===== src/logic/trace_pkg.sv =====
// shared widths, record structs and encodings for the commit tracer and its testbench
package trace_pkg;

    localparam int xlen = 64; // data and address width

    typedef struct packed {
        logic [xlen-1:0] mstatus;
        logic [xlen-1:0] mtvec;
        logic [xlen-1:0] mcause;
        logic [xlen-1:0] mepc;
        logic [xlen-1:0] mtval;
        logic [xlen-1:0] mip;
    } csr_state_t;

    typedef struct packed {
        logic            valid;
        logic [7:0]      opid;     // rob slot, low rob_bits used
        logic [xlen-1:0] pc;
        logic [31:0]     ir;
        logic [4:0]      rd;
        logic [xlen-1:0] rd_value;
        logic            exc;      // took an exception
        logic            ret;      // return from exception
    } commit_t;

    typedef struct packed {
        logic            we;
        logic [11:0]     addr;
        logic [xlen-1:0] value;
    } csr_write_t;

    typedef struct packed {
        logic            valid;
        logic [3:0]      tag;
        logic [xlen-1:0] addr;
        logic [xlen-1:0] data;
        logic [7:0]      strb;
    } store_req_t;

    typedef struct packed {
        logic       valid;
        logic [3:0] tag;
        logic       miss;
    } store_resp_t;

    typedef struct packed {
        logic            valid;
        logic [xlen-1:0] pc;
        logic [31:0]     ir;
        logic            gpr_write;
        logic [4:0]      rd;
        logic [xlen-1:0] rd_value;
        logic            exc;
        logic            ret;
        csr_state_t      csr;       // state before the instruction ran
    } commit_out_t;

    typedef struct packed {
        logic [3:0]      size;      // bytes written, 0 for none
        logic [xlen-1:0] addr;
        logic [xlen-1:0] data;
    } mem_out_t;

    // time is a keyword, so the user timer CSR is csr_time
    typedef enum logic [11:0] {
        sstatus     = 12'h100,
        sie         = 12'h104,
        sip         = 12'h144,
        mstatus     = 12'h300,
        mie         = 12'h304,
        mip         = 12'h344,
        cycle       = 12'hC00,
        csr_time    = 12'hC01,
        instret     = 12'hC02,
        mcycle      = 12'hB00,
        mtime_alias = 12'hB01,
        minstret    = 12'hB02
    } csr_addr_e;

    typedef enum logic [2:0] {
        ev_load,
        ev_store,
        ev_itlb,
        ev_dtlb,
        ev_icache,
        ev_dcache,
        ev_stlb
    } perf_event_e;

    localparam int num_events = int'(ev_stlb) + 1; // seven counters

endpackage

===== src/logic/perf_counters.sv =====
// event counters of the tracer, one per performance event pulse line
`timescale 1ns/10ps

module perf_counters
    import trace_pkg::*;
#(
    parameter int cnt_width = 32
) (
    input  logic                                  clk,
    input  logic                                  rst,
    input  logic [num_events-1:0]                 pmd,
    output logic [num_events-1:0][cnt_width-1:0] counts
);

    // index follows perf_event_e, counters wrap at cnt_width
    always_ff @(posedge clk) begin
        if (rst) begin
            counts <= '0;
        end else begin
            for (int i = 0; i < num_events; i++) begin
                counts[i] <= counts[i] + cnt_width'(pmd[i]);
            end
        end
    end

endmodule


===== config.mk =====
export PLATFORM = sky130hd
export DESIGN_NAME = perf_counters
export DESIGN_NICKNAME = d
export VERILOG_FILES = /design/src/logic/trace_pkg.sv /design/src/logic/perf_counters.sv
export SDC_FILE = /design/constraint.sdc
export NUM_CORES = 1
export LEC_CHECK = 0
export ABC_AREA = 1
export CORE_MARGIN = 1.5
export CORE_UTILIZATION = 55
export DETAILED_ROUTE_END_ITERATION = 8
export DONT_BUFFER_PORTS = 1
export GPL_TIMING_DRIVEN = 0
export PLACE_DENSITY = 0.75
export RECOVER_POWER = 50
export SLEW_MARGIN = 20
export SYNTH_ARGS = -nofsm -noshare
export SYNTH_HDL_FRONTEND = slang
export SYNTH_SLANG_ARGS = --single-unit

===== constraint.sdc =====
create_clock -name clk -period 2 [get_ports clk]
set_input_delay 0.4 -clock clk [delete_from_list [all_inputs] [get_ports clk]]
set_output_delay 0.4 -clock clk [all_outputs]
set_load 0.05 [all_outputs]

# After elaboration in Yosys (flattened, before gate mapping)
# Cells that the tools add are included.
totals:
  regBits: 224
  in_bits: 9
  output_inout_bits: 224
op_classes:
  add_sub_neg: 7
op_table:
  columns: ["cell", "n"]
  rows:
  - ["32-bit by 1-bit adder with 32-bit output", 7]

# Longest topological paths before layout
depth:
  depth_word: 1
  ltp_mapped: 9
  mapped_depth_nobuf: 9

# Worst setup path after synthesis
# Ideal clock, no wire load.
synth_timing:
  kind: "register to register"
  start: "register counts[0] in the netlist's numbering"
  end: "register counts[22] in the netlist's numbering"
  arrival_ns: 1.809
  required_ns: 1.883
  path_slack_ns: 0.074
  stages_incl_launch_ff: 10
  path_buffers: 0
  synth_period_minus_slack_ns: 1.926
  cell_sequence: "dfxtp_1 -> ha_1 -> ha_1 -> nand2_1 -> nor2_1 -> nand2_1 -> nor2_1 -> nand3_1 -> nand2_1 -> nor2_1"
synth_between:
  elab_chain_cells: 1
synth_rtl:
  columns: ["element", "line_no", "text"]
  rows:
  - ["start, declared", "perf_counters.sv:12", "output logic [num_events-1:0][cnt_width-1:0] counts"]
  - ["start signal, assigned by index", "perf_counters.sv:21", "counts[i] <= counts[i] + cnt_width'(pmd[i]);"]
  - ["32-bit by 1-bit adder with 32-bit output", "perf_counters.sv:21", null]
# Every way passes these cells.
# A chain may end at the register's enable or synchronous reset.

# Worst setup path after layout
layout_timing:
  start: "register counts[66] in the netlist's numbering"
  end: "register counts[78] in the netlist's numbering"
# The elaborated chain is that of the path after synthesis.

==> run metrics <==
pin count of the biggest net entering global routing=13; routability cong.=0.950; Via density=between 5 and 6; nets=1825; largest fanout on the critical path=4; post-synthesis xor/xnor area fraction=2.08%; Peak supply drop=0.000551 V; # diodes=0; sequential power share=49.9%; RSZ-0062 raised after global routing=false; Synth Instances=1770; main combinational cell family by area after synthesis=simple AND/OR/NAND/NOR gates; met3 global-route usage=8.26%; worst-margin pin slew=845 ps; Setup Fix Bufs, Post-CTS=0; number of remaining DRC errors=0; H-tree levels=1; Fin. Hold Viols=0; crit path DAT=2280 ps; pre-CTS setup slack=-310 ps; DIE WIDTH=147 um; max FFs per register=about 220; Synth Warn #=0; clock root cell=clkbuf_16; post-layout util=62.2%; Core Rows=52; Clock power frac=47.2%; Wirelength per Cell=~15 um; clock skew=29.8 ps; proportion of layout cells with a drive suffix above 1=7.66%; number of CTS-inserted buffers=25; Critical-path top delay cell=dfxtp_1; GR Util All Layers=between 20% and 30%; clk sinks=around 220; Max Cap Viol=0; Syn Nets=1798; Max-slew headroom=43.6%; total power=approximately 9300 uW; synthesized flop and latch total=224; final setup violation count=0; Worst-path clk slew=roughly 70 ps; switch share=23.1%; DIE HEIGHT=~150 um; sequential area share after synthesis=39.4%; Mean Syn Cell Area=6.43 sq um; Worst Setup End Kind=flop; Internal=7150 uW; fin worst setup slack=101 ps; die area=0.0216 sq mm; vias in the first global route=10200; synthesized area=0.0114 sq mm; Initial Utilization=56.3%; CP startpoint kind=flop; Pre-Repair DR Iteration Count=6; initial antenna violation count=0; met2 Track Usage GR=around 48%; hpwl dp=23.7 mm; crit-path cells=nand2_1 > nor2_1 > nand2_1 > nor2_1 > nand2_1 > o21ai_0 > nor2_1; post-synthesis mux area share=0%; Synth Area in Compound Gates=around 7.6%; Core Region=0.0202 sq mm; 1st-iter DRT viols=655; final period utilization=a little over nine tenths; largest registers=counts x224; Pleak=between 0.004 and 0.005 uW; post-synthesis simple-gate area fraction=44.2%; Max stage delay on crit path=740 ps; Final ANT Viol Nets=0; Netlist cell types=28; shortest period the worst path allows=approximately 1900 ps; Routed WL=31.2 mm; layout overhead on the synthesized area=10.5%; via count=between 10000 and 15000; most used routing layer=met2; number of port buffers=0; Clock Latency Late Sink=530 ps; Max Fclk=527 MHz; CTS tree=built; io pins=233; CTS Buffer Depth=3; Post-Synth Adder-Cell Area=2.09%; buffers and inverters on the worst path=0; Critical Setup Path Class=reg -> reg; CP delay by family, top=simple AND/OR/NAND/NOR gates; Hold Path Class=in -> reg; logic gate share of total power=between 2 and 3%; GR Util met1=35.4%; WP data required=2380 ps; Top reg by flops=counts; sw power=2140 uW; Slew Limit Fails=0; Power Density=roughly 740 mW/mm^2; first-pass GRT wire length=50.3 mm; outcome=finished clean; Congestion Overflow GR=0
-- cells in the mapped netlist --
cell type	n	area share, %
or2_2	10	0.55
nand3b_1	5	0.33
ha_1	19	2.1
nor2_8	2	0.35
dfxtp_1	224	39
a21oi_1	127	5.6
a21o_1	4	0.26
nand3_1	104	4.6
xor2_1	23	1.8
nand2_1	492	16
nand4_1	1	0.055
nor2_1	493	16
o21ai_0	24	1.1
and3_1	4	0.22
nand2_2	14	0.77
clkbuf_1	3	0.099
nand2_4	2	0.20
inv_2	1	0.033
nor3_1	7	0.31
and2_1	22	1.2
buf_2	10	0.44
nor2_4	20	2.0
buf_1	11	0.36
xnor2_1	4	0.31
o21a_1	10	0.66
nor2_2	21	1.2
nor3b_1	1	0.066
inv_1	112	3.7
-- stage by stage --
| stage | area (sq um) | hold slack [ps] | instances | setup TNS [ps] |
|---|---|---|---|---|
| after global routing | 12600 | 116 | 2085 | 0 |
| after global placement | 11700 | 635 | 2040 | -5140 |
| after detailed placement | 11700 | 643 | 2040 | -6900 |
| after floorplan | 11400 | 630 | 1770 | 0 |
| after CTS | 12500 | 97.4 | 2085 | 0 |
| final | 12600 | 110 | 2085 | 0 |
-- tightest hold or removal path: cells and delay by family --
| kind | cells | cell delay [ps] |
|---|---|---|
| fa+ha+maj | 1 | 110 |
| simple gates | 1 | 60 |
| buf+inv | 1 | 30 |
-- power by group through the flow --
stage                     Clock [uW]  Combinational (uW)  Sequential, uW
after detailed placement           0                 272            4730
after CTS                       4450                 274            4630
after global placement             0                 262            4730
after floorplan                    0                 192            4710
after global routing            4620                 314            4640
final                           4390                 271            4640
-- routing by layer --
metal / vias up / routed length (um)
li1: 5635 / -
met1: 5074 / 13300
met2: 364 / 14200
met3: 54 / 2930
met4: 0 / 862
met5: - / 0
-- cell usage in the layout, fill, tap and decap left out --
cell and count:
nor2_4 25, inv_2 1, clkbuf_16 25, and2_0 1, clkbuf_8 7, nand4_1 1
a21oi_1 127, nor2_1 488, nor3b_1 1, clkbuf_1 11, o21ai_0 24, xor2_1 23
nor2_8 2, nand3_1 104, o21a_1 10, dfxtp_1 207, buf_2 10, nor3_1 7
clkinv_2 4, buf_1 10, nand2_4 2, dfxtp_4 6, inv_6 2, and2_1 21
nand3b_1 5, or2_2 10, and3_1 4, dfxtp_2 11, ha_1 19, nand2_2 13
inv_1 112, nand2_1 493, a21o_1 4, nor2_2 21, xnor2_1 4
-- logic make-up (layout without fill, tap and decap cells) --
| group | count (synthesis) | after routing |
|---|---|---|
| xor gates and xnor gates | 27 | 27 |
| AOI/OAI and AO/OA | 165 | 165 |
| adders and majority gates | 19 | 19 |
| DFF | 224 | 224 |
| buffers and inverters | 137 | 182 |
| and+or+nand+nor | 1198 | 1198 |
-- worst paths after layout --
path / slack (ps) / from / depth (start not counted) / end
max: 100 / counts[66]$_SDFF_PP0_ / 7 / counts[78]$_SDFF_PP0_
min: 110 / pmd[1] / 3 / counts[32]$_SDFF_PP0_
max reg2reg: 100 / counts[66]$_SDFF_PP0_ / 7 / counts[78]$_SDFF_PP0_
min reg2reg: 630 / counts[34]$_SDFF_PP0_ / 2 / counts[34]$_SDFF_PP0_
-- what timing repair did --
action / in CTS / in global routing
gates resized for setup: 12 / 22
hold buffers: 0 / 0
endpoints found under the setup margin: 64 / 74
-- cell type report --
cell class | instances | area (sq um)
Inverter | 113 | 424
Clock inverter | 6 | 37.5
Clock buffer | 39 | 748
Fill cell | 1900 | 7660
Multi-Input combinational cell | 1409 | 6410
Sequential cell | 224 | 4520
Buffer | 24 | 103
Tap cell | 270 | 338
Note: power is estimated with default switching activity, not from simulation.
