===== src/logic/trace_pkg.sv =====
// shared widths, record structs and encodings for the commit tracer and its testbench
package trace_pkg;

    localparam int xlen = 64; // data and address width

    typedef struct packed {
        logic [xlen-1:0] mstatus;
        logic [xlen-1:0] mtvec;
        logic [xlen-1:0] mcause;
        logic [xlen-1:0] mepc;
        logic [xlen-1:0] mtval;
        logic [xlen-1:0] mip;
    } csr_state_t;

    typedef struct packed {
        logic            valid;
        logic [7:0]      opid;     // rob slot, low rob_bits used
        logic [xlen-1:0] pc;
        logic [31:0]     ir;
        logic [4:0]      rd;
        logic [xlen-1:0] rd_value;
        logic            exc;      // took an exception
        logic            ret;      // return from exception
    } commit_t;

    typedef struct packed {
        logic            we;
        logic [11:0]     addr;
        logic [xlen-1:0] value;
    } csr_write_t;

    typedef struct packed {
        logic            valid;
        logic [3:0]      tag;
        logic [xlen-1:0] addr;
        logic [xlen-1:0] data;
        logic [7:0]      strb;
    } store_req_t;

    typedef struct packed {
        logic       valid;
        logic [3:0] tag;
        logic       miss;
    } store_resp_t;

    typedef struct packed {
        logic            valid;
        logic [xlen-1:0] pc;
        logic [31:0]     ir;
        logic            gpr_write;
        logic [4:0]      rd;
        logic [xlen-1:0] rd_value;
        logic            exc;
        logic            ret;
        csr_state_t      csr;       // state before the instruction ran
    } commit_out_t;

    typedef struct packed {
        logic [3:0]      size;      // bytes written, 0 for none
        logic [xlen-1:0] addr;
        logic [xlen-1:0] data;
    } mem_out_t;

    // time is a keyword, so the user timer CSR is csr_time
    typedef enum logic [11:0] {
        sstatus     = 12'h100,
        sie         = 12'h104,
        sip         = 12'h144,
        mstatus     = 12'h300,
        mie         = 12'h304,
        mip         = 12'h344,
        cycle       = 12'hC00,
        csr_time    = 12'hC01,
        instret     = 12'hC02,
        mcycle      = 12'hB00,
        mtime_alias = 12'hB01,
        minstret    = 12'hB02
    } csr_addr_e;

    typedef enum logic [2:0] {
        ev_load,
        ev_store,
        ev_itlb,
        ev_dtlb,
        ev_icache,
        ev_dcache,
        ev_stlb
    } perf_event_e;

    localparam int num_events = int'(ev_stlb) + 1; // seven counters

endpackage

===== src/logic/commit_report.sv =====
// result stage of the tracer, registers the commit record and the normalized CSR write
`timescale 1ns/10ps

module commit_report
    import trace_pkg::*;
(
    input  logic        clk,
    input  logic        rst,
    input  commit_t     cmt_in,
    input  csr_state_t  prior_csr,
    input  csr_write_t  csr_wr,
    output commit_out_t cmt_out,
    output csr_write_t  csr_out
);

    // supervisor aliases map to machine CSRs, user counters to machine counters
    function automatic logic [11:0] norm_addr(input logic [11:0] addr);
        case (addr)
            sstatus, sie, sip:         return addr + 12'h200;
            cycle, csr_time, instret:  return addr - 12'h100;
            default:                   return addr;
        endcase
    endfunction

    always_ff @(posedge clk) begin
        if (rst) begin
            cmt_out.valid <= 1'b0;
        end else begin
            cmt_out.valid <= cmt_in.valid;
        end
    end

    always_ff @(posedge clk) begin
        cmt_out.pc        <= cmt_in.pc;
        cmt_out.ir        <= cmt_in.ir;
        cmt_out.gpr_write <= (cmt_in.rd != 5'd0) && !cmt_in.exc; // x0 and traps write nothing
        cmt_out.rd        <= cmt_in.rd;
        cmt_out.rd_value  <= cmt_in.rd_value;
        cmt_out.exc       <= cmt_in.exc;
        cmt_out.ret       <= cmt_in.ret;
        cmt_out.csr       <= prior_csr;
    end

    always_ff @(posedge clk) begin
        if (rst) begin
            csr_out.we <= 1'b0;
        end else begin
            csr_out.we <= csr_wr.we;
        end
    end

    always_ff @(posedge clk) begin
        csr_out.addr  <= norm_addr(csr_wr.addr);
        csr_out.value <= csr_wr.value;
    end

endmodule


===== config.mk =====
export PLATFORM = sky130hd
export DESIGN_NAME = commit_report
export DESIGN_NICKNAME = d
export VERILOG_FILES = /design/src/logic/trace_pkg.sv /design/src/logic/commit_report.sv
export SDC_FILE = /design/constraint.sdc
export NUM_CORES = 1
export LEC_CHECK = 0
export ABC_AREA = 1
export ABC_CLOCK_PERIOD_IN_PS = 1320
export BUFFER_PORTS_ARGS = -buffer_cell sky130_fd_sc_hd__buf_2
export CAP_MARGIN = 20
export CORE_AREA = 8 8 491 493
export DETAILED_ROUTE_END_ITERATION = 10
export DIE_AREA = 0 0 499 501
export MAX_ROUTING_LAYER = met4
export SYNTH_ARGS = -nofsm -noshare
export SYNTH_HDL_FRONTEND = slang
export SYNTH_SLANG_ARGS = --single-unit

===== constraint.sdc =====
create_clock -name clk -period 1.32 [get_ports clk]
set_clock_uncertainty 0.15 [all_clocks]
set_input_delay 0.264 -clock clk [delete_from_list [all_inputs] [get_ports clk]]
set_output_delay 0.264 -clock clk [all_outputs]
set_load 0.05 [all_outputs]

Word-level counts from Yosys, hierarchy flattened
Index checks and enable logic that the tools add are counted.

word-level totals
  bits in registers = 630
  latch bits = 0
  RAM bits = 0
  ROM bits = 0
  input port bits = 639
  output and inout port bits = 630
  word-level logic and storage cells = 31
  memories kept = 0

operators by class
  add/subtract/negate cells = 2
  multipliers = 0
  divide/modulo/power cells = 0
  magnitude comparators = 0
  equality and inequality tests = 6
  shift-type cells = 0
  multiplexer cells = 1
  bitwise gates (word level) = 0
  reductions and logical operators = 5

operator list
  operator                count
  $eq 12x12->1 const B    3
  $eq 12x9->1 const B     3
  $pmux 12 s2             1
  $add 12x10->12 const B  1
  $sub 12x9->12 const B   1
  $reduce_or 3->1         2
  $reduce_bool 5->1       1
  $logic_and 1x1->1       1
  $logic_not 1->1         1

Depth between registers and ports, before layout
  depth in word-level cells = 3
  depth in mapped cells = 7
  depth with buffers taken out = 7

Worst setup path before layout
Ideal clock, no wire load.

  path type = input to register
  start = in csr_wr[73] (netlist name)
  end = reg csr_out[72] (netlist name)
  setup time = 114 ps
  data arrival time = 992 ps
  data required time = 1056 ps
  slack = 64 ps
  stages = 7
  buffers on the path = 0
  cells stage by stage = inv_1 > ha_1 > nand2_1 > nor2_1 > nand3_2 > xor2_1 > inv_1

between the ends
  word-level cells in the longest chain between the ends = 3
  elaborated cells on any way between the ends = 9
  classes of those cells = 6 x eq/ne; 1 x mux; 2 x reduce/logical

ends and longest elaborated chain
  item                                         RTL line             source
  from (decl)                                  commit_report.sv:11  input csr_write_t csr_wr,
  $eq 12x12->1 or $eq 12x9->1 (tied branches)  commit_report.sv:18  case (addr)
  $reduce_or 3->1                              commit_report.sv:18
  $pmux 12 s2 (*)                              commit_report.sv:18
  to (decl)                                    commit_report.sv:13  output csr_write_t csr_out

Every way passes the cells marked *; elsewhere a longest branch is shown, timed or not.
A chain may end at the register's enable or synchronous reset.

Worst setup path in the final report
  start = reg cmt_out[49] (netlist name)
  end = out cmt_out[49] (netlist name)

RTL lines
  item         RTL line             source
  from (decl)  commit_report.sv:12  output commit_out_t cmt_out,

No word-level cell between the ends.

==> results.toml <==
[clock_network]
cts_tree = "done"
cts-buffers-inserted = 91
clk_pin_slew_worst_paths_ps = 60
clockRootBuffer = "clkbuf_16"
ctsLongestPathBuffers = 3
cts.sinks = 630
htree_levels = 3

[floorplan]
core_area_um2 = 234000
rows = 178
io_pins = 1269
die_y_um = 501
fp.dieW_um = 499
die_area_um2 = 250000
start_util_pct = 5.55

[worst_setup_path]
crit_path_max_incr_delay_ps = 350
cp-startpoint = "cmt_out[49]"
cpLargestDelayFamily = "flip-flops"
setup.worst_path.end = "cmt_out[49]"
critPathCaptureType = "output pin"
cp-start-kind = "flip-flop"
cp_num_buf_inv = 1
path_cells = "buf_12"
crit_path_max_fanout = 1
arrival_ps = 1240
critPathSlowestCell = "dfxtp_2"
cp.depth = 1
crit_required_ps = 910
crit_type = "reg2out"

[yosys]
synth_cells = 692
ys_ff_latch = 630
syn_area_per_cell_um2 = 18.7
yosysSeqAreaShare_pct = 97.3
netlist_area_um2 = 13000
ys_warn_count = 0
syn_nets = 1337
ys_types = 14

[power_and_ir_drop]
internal_power_mw = 42.7
leakagePower_nw = 18.6
powerDensity_nw_per_um2 = 1370
combinationalPowerShare_pct = 20.1
switchingPower_mw = 18.2
p_seq_share_pct = 34.6
swShare_pct = 29.9
pwr-share-clk_pct = 45.3
ir_worst_vdd_v = 0.000931

[job]
cap_violations = 0

[timing]
hold_viol = 0
min_period_ps = 1650
finalSetupTns_ps = -181070
final-setup-viol-count = 634
fin_worst_hold_slack_ps = 87.5
maxSlewHeadroom_pct = 75.1
fin_ws_ps = -334
min_period_over_period_pct = 125
report.final.slew_viol_count = 0
rsz0062_at_grt = "yes"
fmax_mhz = 605
worstMarginPinSlew_ps = 372

[drt]
detail_route.first_pass.iterations = 5
wl_per_cell_um = 30.7
drt_iter0_drc = 748
drt_wl_total_mm = 191
vias = 16000
drtAntennaViolNets = 0
drc = 0
vias_per_cell = 2.57

[global_route]
grt-ovfl-total = 0
grtUsageTotal_pct = 15.2
antenna_found_initial = 276
grt_pass1_vias = 17800
grt_first_pass_wirelength_mm = 236
grt_max_degree = 14

[layout]
areaGrowthSynthToFinish_pct = 242
fillers = 25100
post_route_cells_drive_above_1_share_pct = 69.6
fin_nets = 3558

[placed_design]
place_ws_ps = -294
portBuffers = 1260
dp_hpwl_mm = 169
gp_congestion = 0.917

[outcome]
violations = "negative setup slack"
outcome = "finished, violations left"

[hold_path]
hold_class = "in2reg"
[cells by family (layout without fill, tap and decap cells)]
| kind of cell | count (synthesis) | after routing | share of synthesized area (%) |
|---|---|---|---|
| compound gates | 4 | 4 | 0.232 |
| flops | 630 | 630 | 97.3 |
| simple gates | 38 | 38 | 1.37 |
| other cells | 0 | 175 | 0 |
| buf+inv | 11 | 2310 | 0.319 |
| xor+xnor | 3 | 3 | 0.203 |
| fa+ha+maj | 6 | 6 | 0.579 |
[cell usage after synthesis (all sizes together)]
library cell    n  area (um2)
a21o            1        7.51
dfxtp         630       12600
nand3b          1        7.51
nand3          16        85.1
nor3            1        5.00
ha              6        75.1
inv            11        41.3
nor2           12        45.0
a21oi           3        22.5
xor2            3        26.3
nand2           8        35.0
[power by group through the flow]
| stage | Clock, mW | Combinational, mW | Sequential (mW) |
|---|---|---|---|
| final | 27.6 | 12.2 | 21.1 |
| after global routing | 29.5 | 12.7 | 21.2 |
| after CTS | 28.9 | 12.4 | 21.1 |
| after detailed placement | 0 | 7.69 | 20.8 |
| after global placement | 0 | 7.65 | 20.8 |
| after floorplan | 0 | 0.0469 | 24.4 |
[area by class of cell]
type	instances	area (um2)	area share [%]
Multi-Input combinational cell	51	400	0.903
Timing Repair Buffer	2128	22900	51.7
Inverter	11	43.8	0.0987
Tap cell	3060	3830	8.63
Clock inverter	59	785	1.77
Antenna cell	175	438	0.987
Clock buffer	112	2540	5.73
Sequential cell	630	13400	30.2
[worst min-delay path by stage]
stage,from,endpoint,slack (ps),cells past startpoint
floorplan,prior_csr[0],cmt_out[0],140,0
global placement,cmt_in[0],cmt_out[384],220,1
detailed placement,csr_wr[25],csr_out[25],220,1
CTS,cmt_in[99],cmt_out[484],0.5,2
global route,cmt_in[48],cmt_out[432],30,2
finish,cmt_in[99],cmt_out[484],90,2
[cell usage in the layout (no fill, tap or decap), drive strengths merged]
cell type and instances:
nand3 16, dfxtp 630, clkbuf 112, dlymetal6s4s 1, buf 1265, clkinvlp 8
diode 175, bufinv 15, inv 22, nor3 1, clkinv 25, nand3b 1
nand2 8, dlygate4sd3 862, xor2 3, ha 6, nor2 12, a21oi 3
a21o 1
[registers in the layout (all words and copies together) (netlist names)]
register,count
csr_out,77
cmt_out,553
[routing by layer]
layer,vias to the layer above,track usage (%),routed length [um]
met2,1310,22.2,79900
met3,341,11.1,32100
met4,0,4.46,7540
met1,7401,16.1,71600
li1,6933,-,-
met5,-,-,0
[metrics by stage]
step                utilization, %  cells  area [um2]  total power [mW]
global route                  19.0   6221       44400              63.4
global placement              10.6   5015       24900              28.5
finish                        19.0   6226       44400              60.9
floorplan                        -    692       13000              24.4
detailed placement            10.6   5015       24900              28.5
CTS                           18.7   6048       43700              62.3
[what timing repair did]
action	in CTS	in global routing
buffers inserted	0	2
hold buffers	862	2
setup endpoints to repair	630	634
gates resized for setup	2363	43
pin swaps	0	5
endpoints found under the hold margin	630	2
(Power assumes the default switching activity.)
