[src/logic/trace_pkg.sv]
// shared widths, record structs and encodings for the commit tracer and its testbench
package trace_pkg;

    localparam int xlen = 64; // data and address width

    typedef struct packed {
        logic [xlen-1:0] mstatus;
        logic [xlen-1:0] mtvec;
        logic [xlen-1:0] mcause;
        logic [xlen-1:0] mepc;
        logic [xlen-1:0] mtval;
        logic [xlen-1:0] mip;
    } csr_state_t;

    typedef struct packed {
        logic            valid;
        logic [7:0]      opid;     // rob slot, low rob_bits used
        logic [xlen-1:0] pc;
        logic [31:0]     ir;
        logic [4:0]      rd;
        logic [xlen-1:0] rd_value;
        logic            exc;      // took an exception
        logic            ret;      // return from exception
    } commit_t;

    typedef struct packed {
        logic            we;
        logic [11:0]     addr;
        logic [xlen-1:0] value;
    } csr_write_t;

    typedef struct packed {
        logic            valid;
        logic [3:0]      tag;
        logic [xlen-1:0] addr;
        logic [xlen-1:0] data;
        logic [7:0]      strb;
    } store_req_t;

    typedef struct packed {
        logic       valid;
        logic [3:0] tag;
        logic       miss;
    } store_resp_t;

    typedef struct packed {
        logic            valid;
        logic [xlen-1:0] pc;
        logic [31:0]     ir;
        logic            gpr_write;
        logic [4:0]      rd;
        logic [xlen-1:0] rd_value;
        logic            exc;
        logic            ret;
        csr_state_t      csr;       // state before the instruction ran
    } commit_out_t;

    typedef struct packed {
        logic [3:0]      size;      // bytes written, 0 for none
        logic [xlen-1:0] addr;
        logic [xlen-1:0] data;
    } mem_out_t;

    // time is a keyword, so the user timer CSR is csr_time
    typedef enum logic [11:0] {
        sstatus     = 12'h100,
        sie         = 12'h104,
        sip         = 12'h144,
        mstatus     = 12'h300,
        mie         = 12'h304,
        mip         = 12'h344,
        cycle       = 12'hC00,
        csr_time    = 12'hC01,
        instret     = 12'hC02,
        mcycle      = 12'hB00,
        mtime_alias = 12'hB01,
        minstret    = 12'hB02
    } csr_addr_e;

    typedef enum logic [2:0] {
        ev_load,
        ev_store,
        ev_itlb,
        ev_dtlb,
        ev_icache,
        ev_dcache,
        ev_stlb
    } perf_event_e;

    localparam int num_events = int'(ev_stlb) + 1; // seven counters

endpackage
[src/logic/store_tracker.sv]
// execute stage of the tracer that remembers store requests by tag and reports them on a hit
`timescale 1ns/10ps

module store_tracker
    import trace_pkg::*;
(
    input  logic        clk,
    input  logic        rst,
    input  store_req_t  st_req,
    input  store_resp_t st_resp,
    output mem_out_t    mem_out
);

    localparam int depth = 16; // one entry per tag value

    logic [xlen-1:0] addr_mem [depth];
    logic [xlen-1:0] data_mem [depth];
    logic [3:0]      size_mem [depth];

    logic [2:0]      low_byte; // lowest set strobe lane
    logic [3:0]      byte_cnt;
    logic [xlen-1:0] aligned;

    always_comb begin
        low_byte = 3'd0;
        for (int i = 7; i >= 0; i--) begin
            if (st_req.strb[i]) begin
                low_byte = 3'(i);
            end
        end
        byte_cnt = 4'($countones(st_req.strb));
        aligned  = st_req.data >> (8 * low_byte); // move written bytes to bit 0
    end

    always_ff @(posedge clk) begin
        if (st_req.valid) begin
            addr_mem[st_req.tag] <= st_req.addr;
            data_mem[st_req.tag] <= aligned;
            size_mem[st_req.tag] <= byte_cnt;
        end
    end

    // nonzero size marks a reported write
    always_ff @(posedge clk) begin
        if (rst) begin
            mem_out.size <= 4'd0;
        end else if (st_resp.valid && !st_resp.miss) begin
            mem_out.size <= size_mem[st_resp.tag];
        end else begin
            mem_out.size <= 4'd0; // miss or idle
        end
    end

    always_ff @(posedge clk) begin
        mem_out.addr <= addr_mem[st_resp.tag];
        mem_out.data <= data_mem[st_resp.tag];
    end

endmodule

[config.mk]
export PLATFORM = sky130hd
export DESIGN_NAME = store_tracker
export DESIGN_NICKNAME = d
export VERILOG_FILES = /design/src/logic/trace_pkg.sv /design/src/logic/store_tracker.sv
export SDC_FILE = /design/constraint.sdc
export NUM_CORES = 2
export LEC_CHECK = 0
export BUFFER_PORTS_ARGS = -buffer_cell sky130_fd_sc_hd__buf_2
export CAP_MARGIN = 20
export CORE_MARGIN = 2
export CORE_UTILIZATION = 56
export CTS_CLUSTER_SIZE = 24
export DETAILED_ROUTE_END_ITERATION = 10
export GPL_TIMING_DRIVEN = 1
export PLACE_DENSITY = 0.83
export SYNTH_ARGS = -nofsm -noshare
export SYNTH_HDL_FRONTEND = slang
export SYNTH_SLANG_ARGS = --single-unit
[constraint.sdc]
create_clock -name clk -period 11.02 [get_ports clk]
set_input_delay 1.102 -clock clk [delete_from_list [all_inputs] [get_ports clk]]
set_output_delay 1.102 -clock clk [all_outputs]
set_load 0.02 [all_outputs]
# After elaboration in Yosys (flattened, before gate mapping)
# Memories as Yosys holds them, arrays and structs flattened. A register that Yosys moved wholly into a read port is not among the register bits.
# Cells that the tools add are included.
[totals]
reg_bits = 0
ram_bits = 2112
input_bits = 149
output_inout_bits = 132
elab_cells = 25
mem_count = 3
[classes]
addsub = 7
n_shift = 1
n_mux = 10
n_bitwise = 1
reduce_logical = 3
[mem_list]
columns = ["name", "words", "word_bits", "read_ports", "rd_clocked_by_memory_dff", "wr", "line", "text"]
rows = [
  ["addr_mem", 16, 64, 1, 1, 1, "store_tracker.sv:16", "logic [xlen-1:0] addr_mem [depth];"],
  ["data_mem", 16, 64, 1, 1, 1, "store_tracker.sv:17", "logic [xlen-1:0] data_mem [depth];"],
  ["size_mem", 16, 4, 1, 1, 1, "store_tracker.sv:18", "logic [3:0] size_mem [depth];"],
]
[ops]
columns = ["operator", "n"]
rows = [
  ["right shift 64 x 6 -> 64 bit", 1],
  ["two-way mux 3 bit", 8],
  ["adder 1 x 1 -> 2 bit", 4],
  ["adder 2 x 2 -> 3 bit", 2],
  ["adder 3 x 3 -> 4 bit", 1],
  ["two-way mux 1 bit", 2],
  ["OR reduction 2 bit", 1],
  ["logical AND 1 bit", 1],
  ["logical NOT 1 bit", 1],
  ["NOT 1 bit", 1],
]

# Logic depth before layout (Yosys ltp)
[depth]
depth_word = 9
mapped_depth = 9
ltp_nobuf = 9

# Worst setup path before layout
# No wires, ideal clock.
[synth_path]
kind = "input to register"
startpoint = "in st_req[138] (netlist name)"
endpoint = "mem addr_mem[0][0], enable pin"
setup_time_ps = 787
arrival_ps = 10523
t_required_ps = 10233
slack_ps = -290
path_stages = 2
path_buffers = 0
path_cell_list = "or3b_2 -> nor3_1"
[synth_lines]
columns = ["element", "line", "text"]
rows = [
  ["start: declaration", "store_tracker.sv:9", "input store_req_t st_req,"],
  ["end: declaration", "store_tracker.sv:16", ""],
]
# Straight into the memory's write port.

# Worst setup path after layout
[layout_path]
startpoint = "in st_req[138] (netlist name)"
endpoint = "mem addr_mem[2][34], enable pin"
# Straight into the memory's write port.

==> impl_metrics.ini <==
[worst_setup_path]
r2r-end = mem_out[130]
worst_setup_path_start_kind = input port
crit_slowest_cell = buf_4
rrSetupSlack_ns = 9.30
critPathMaxStageDelay_ns = 0.89
r2r_start = size_mem[15][2]
endpoint_kind = flip-flop
worst_ep_required_time_ns = 11.44
criticalPathCategory = in2reg
reg2reg_depth = 3
crit_top_cell = buf_4
crit_start = st_req[138]
crit_chain = buf_2 > or3b_2 > nor2_4 > buf_4 > buf_4 > buf_4
critPathArrivalTime_ns = 4.49
cp_max_fo = 48

[detailed_routing]
first_pass_iters = 5
drc = 0
vias = 40200
routedWlPerCell_um = 33.0
drtIter0Drc = 5411
totalWireLength_um = 203000
drtAntennaViolNets = 0
viasPerCell = 6.55

[yosys]
yosys-top-cells-count = edfxtp_1 (2112), mux4_2 (629), dfxtp_1 (132)
synthCells = 3544
ys_types = 39
syn-num-nets = 3700
async_flop_share_pct = 0
yosysSeqAreaShare_pct = 78.1
ys_warn_count = 0
synth_edf_count = 2112
yosys.area.top_type = edfxtp_1
syn_area_um2 = 84600
synth_top_area_share_pct = 74.9
synthFlopType = edfxtp_1
ys_top_cells_by_area = edfxtp_1 (75%), mux4_2 (17%), dfxtp_1 (3.1%)
ys_seq_elements = 2244
synth_most_common_cell = edfxtp_1
synth_area_per_cell_um2 = 23.9

[clock_tree]
clkTransAtPathRegs_ns = 0.07
clk_latency_ns = 0.83
cts_buffers = 208
holdBufCountCts = 0
clock_path_buffers = 3
cts_tree = built
cts_num_sinks = 2244
cts_setup_buffers = 0
cts_root_buffer = clkbuf_16
cts-htree-levels = 4
cts-resized-gates = 0

[grt]
grt_pass1_wl_um = 292000
antenna_found_initial = 21
grt_max_degree = 131
first_global_vias = 41800
grtUsageTotal_pct = 26.7
overflow = 0

[min_path]
min_path_cells = 1
hold_class = in2reg
hold_start = st_req[102]
min_to = addr_mem[8][30]

[timing]
drv_slew = 0
min_period_over_period_pct = 37.0
finalCriticalPeriod_ns = 4.08
rsz0062_at_grt = no
finalHoldViolCount = 0
slew_headroom_pct = 14.5
finalClockSkew_ns = 0.0474
clock.fmax_mhz = 245
finalSetupViolCount = 0
worst_pin_slew_ns = 1.28
tns_ns = 0

[die]
die-area_um2 = 154000
die_w_um = 393
ios = 281
die_y_um = 393
rows = 142
initial_utilization_pct = 56.4
coreArea_um2 = 150000

[finish]
nNetsFinal = 4098
layout-drive-gt1-share_pct = 33.2
instances_no_fill = 6147
nFillCells = 9375
syn_to_final_growth_pct = 12.9
multiInputGateArea_um2 = 17700
ff_latch_area_um2 = 66100

[job]
drv_cap = 0

[power_and_ir_drop]
irDropWorstVdd_uv = 172
pwr-share-clk_pct = 39.7
p_sw_share_pct = 21.7
intPower_mw = 14.2
power.density_nw_per_um2 = 189
pwr-share-seq_pct = 53.9
switching_power_mw = 3.93
p_leak_nw = 30.1
power.share.combinational_pct = 6.4

[status]
status = completed

[place]
port_buffers = 280
dp_hpwl_um = 99600
gp_congestion = 0.786
dp_cells = 5730
-- per-layer routing --
layer	global-route usage [%]	vias up	part of all wire, %
met1	35.0	21200	35
met2	44.8	2644	51
met5	0	-	0.022
li1	-	15900	-
met4	10.3	6	3.6
met3	4.97	467	9.7
-- critical path: cells and delay by family --
family / cells / cell delay (ns)
buffers and inverters: 4 / 2.50
AND/OR/NAND/NOR: 2 / 0.75
-- cells by family after synthesis --
logic type	after synthesis	synth area share, %
flops	2244	78.1
mux	740	18.2
buf+inv	205	1.17
simple gates	174	1.15
compound gates	173	1.29
fa+ha+maj	7	0.139
xor+xnor	1	0.0104
-- flip-flops by register name, summed over array words and instances, names as in the netlist --
signal    count
size_mem     64
addr_mem   1024
mem_out     132
data_mem   1024
-- stage by stage --
step / power, mW / utilization [%] / instance area, um2 / hold WS (ns) / setup WS [ns]
after floorplan: 10.6 / - / 84600 / 0.693 / 0.00985
after global placement: 11.0 / 59.0 / 88400 / 0.710 / 6.21
after detailed placement: 11.1 / 59.0 / 88500 / 0.723 / 6.14
after CTS: 18.2 / 63.6 / 95300 / 0.568 / 7.03
after global routing: 18.6 / 63.7 / 95500 / 0.611 / 6.90
final: 18.1 / 63.7 / 95500 / 0.642 / 6.94
-- layout by cell type, fill, tap and decap left out, drive strengths merged, types with 2 or more instances in the layout --
| cell | Yosys | final |
|---|---|---|
| a211oi | 59 | 59 |
| a21o | 8 | 8 |
| a21oi | 77 | 77 |
| and2 | 25 | 25 |
| buf | 103 | 375 |
| bufinv | 0 | 18 |
| clkbuf | 88 | 296 |
| clkinv | 0 | 64 |
| clkinvlp | 0 | 10 |
| dfxtp | 132 | 132 |
| diode | 0 | 8 |
| edfxtp | 2112 | 2112 |
| fa | 4 | 4 |
| ha | 3 | 3 |
| inv | 14 | 21 |
| mux2 | 32 | 32 |
| mux2i | 75 | 75 |
| mux4 | 633 | 633 |
| nand2 | 20 | 20 |
| nand2b | 2 | 2 |
| nand3 | 25 | 25 |
| nand3b | 3 | 3 |
| nand4 | 8 | 8 |
| nor2 | 16 | 16 |
| nor2b | 65 | 65 |
| nor3 | 5 | 5 |
| nor4 | 2 | 2 |
| o211ai | 8 | 8 |
| o21ai | 11 | 11 |
| o2bb2ai | 8 | 8 |
| or3b | 2 | 2 |
-- final cells by class --
cell class                      count  area share, %
Sequential cell                  2244           69.1
Inverter                           14         0.0550
Timing Repair Buffer              379           2.44
Antenna cell                        8         0.0210
Multi-Input combinational cell   1095           18.5
Clock inverter                     99           1.14
Clock buffer                      292           6.01
Tap cell                         2016           2.64
-- worst max-delay path by stage --
stage	cells past startpoint	to	slack [ns]
2_1_floorplan	2	addr_mem[8][0]	0.01
3_3_place_gp	6	addr_mem[2][30]	6.21
3_5_place_dp	6	addr_mem[2][35]	6.14
4_1_cts	6	addr_mem[2][34]	7.03
5_1_grt	7	mem_out[35]	6.90
6_report	6	addr_mem[2][34]	6.94
-- power groups by stage --
stage	registers [mW]	logic, mW	clock network (mW)
after floorplan	9.97	0.648	0
after global placement	9.92	1.08	0
after detailed placement	9.94	1.12	0
after CTS	9.76	1.14	7.27
after global routing	9.77	1.23	7.57
final	9.76	1.16	7.19
No activity file was read; power rests on OpenSTA's default activity.
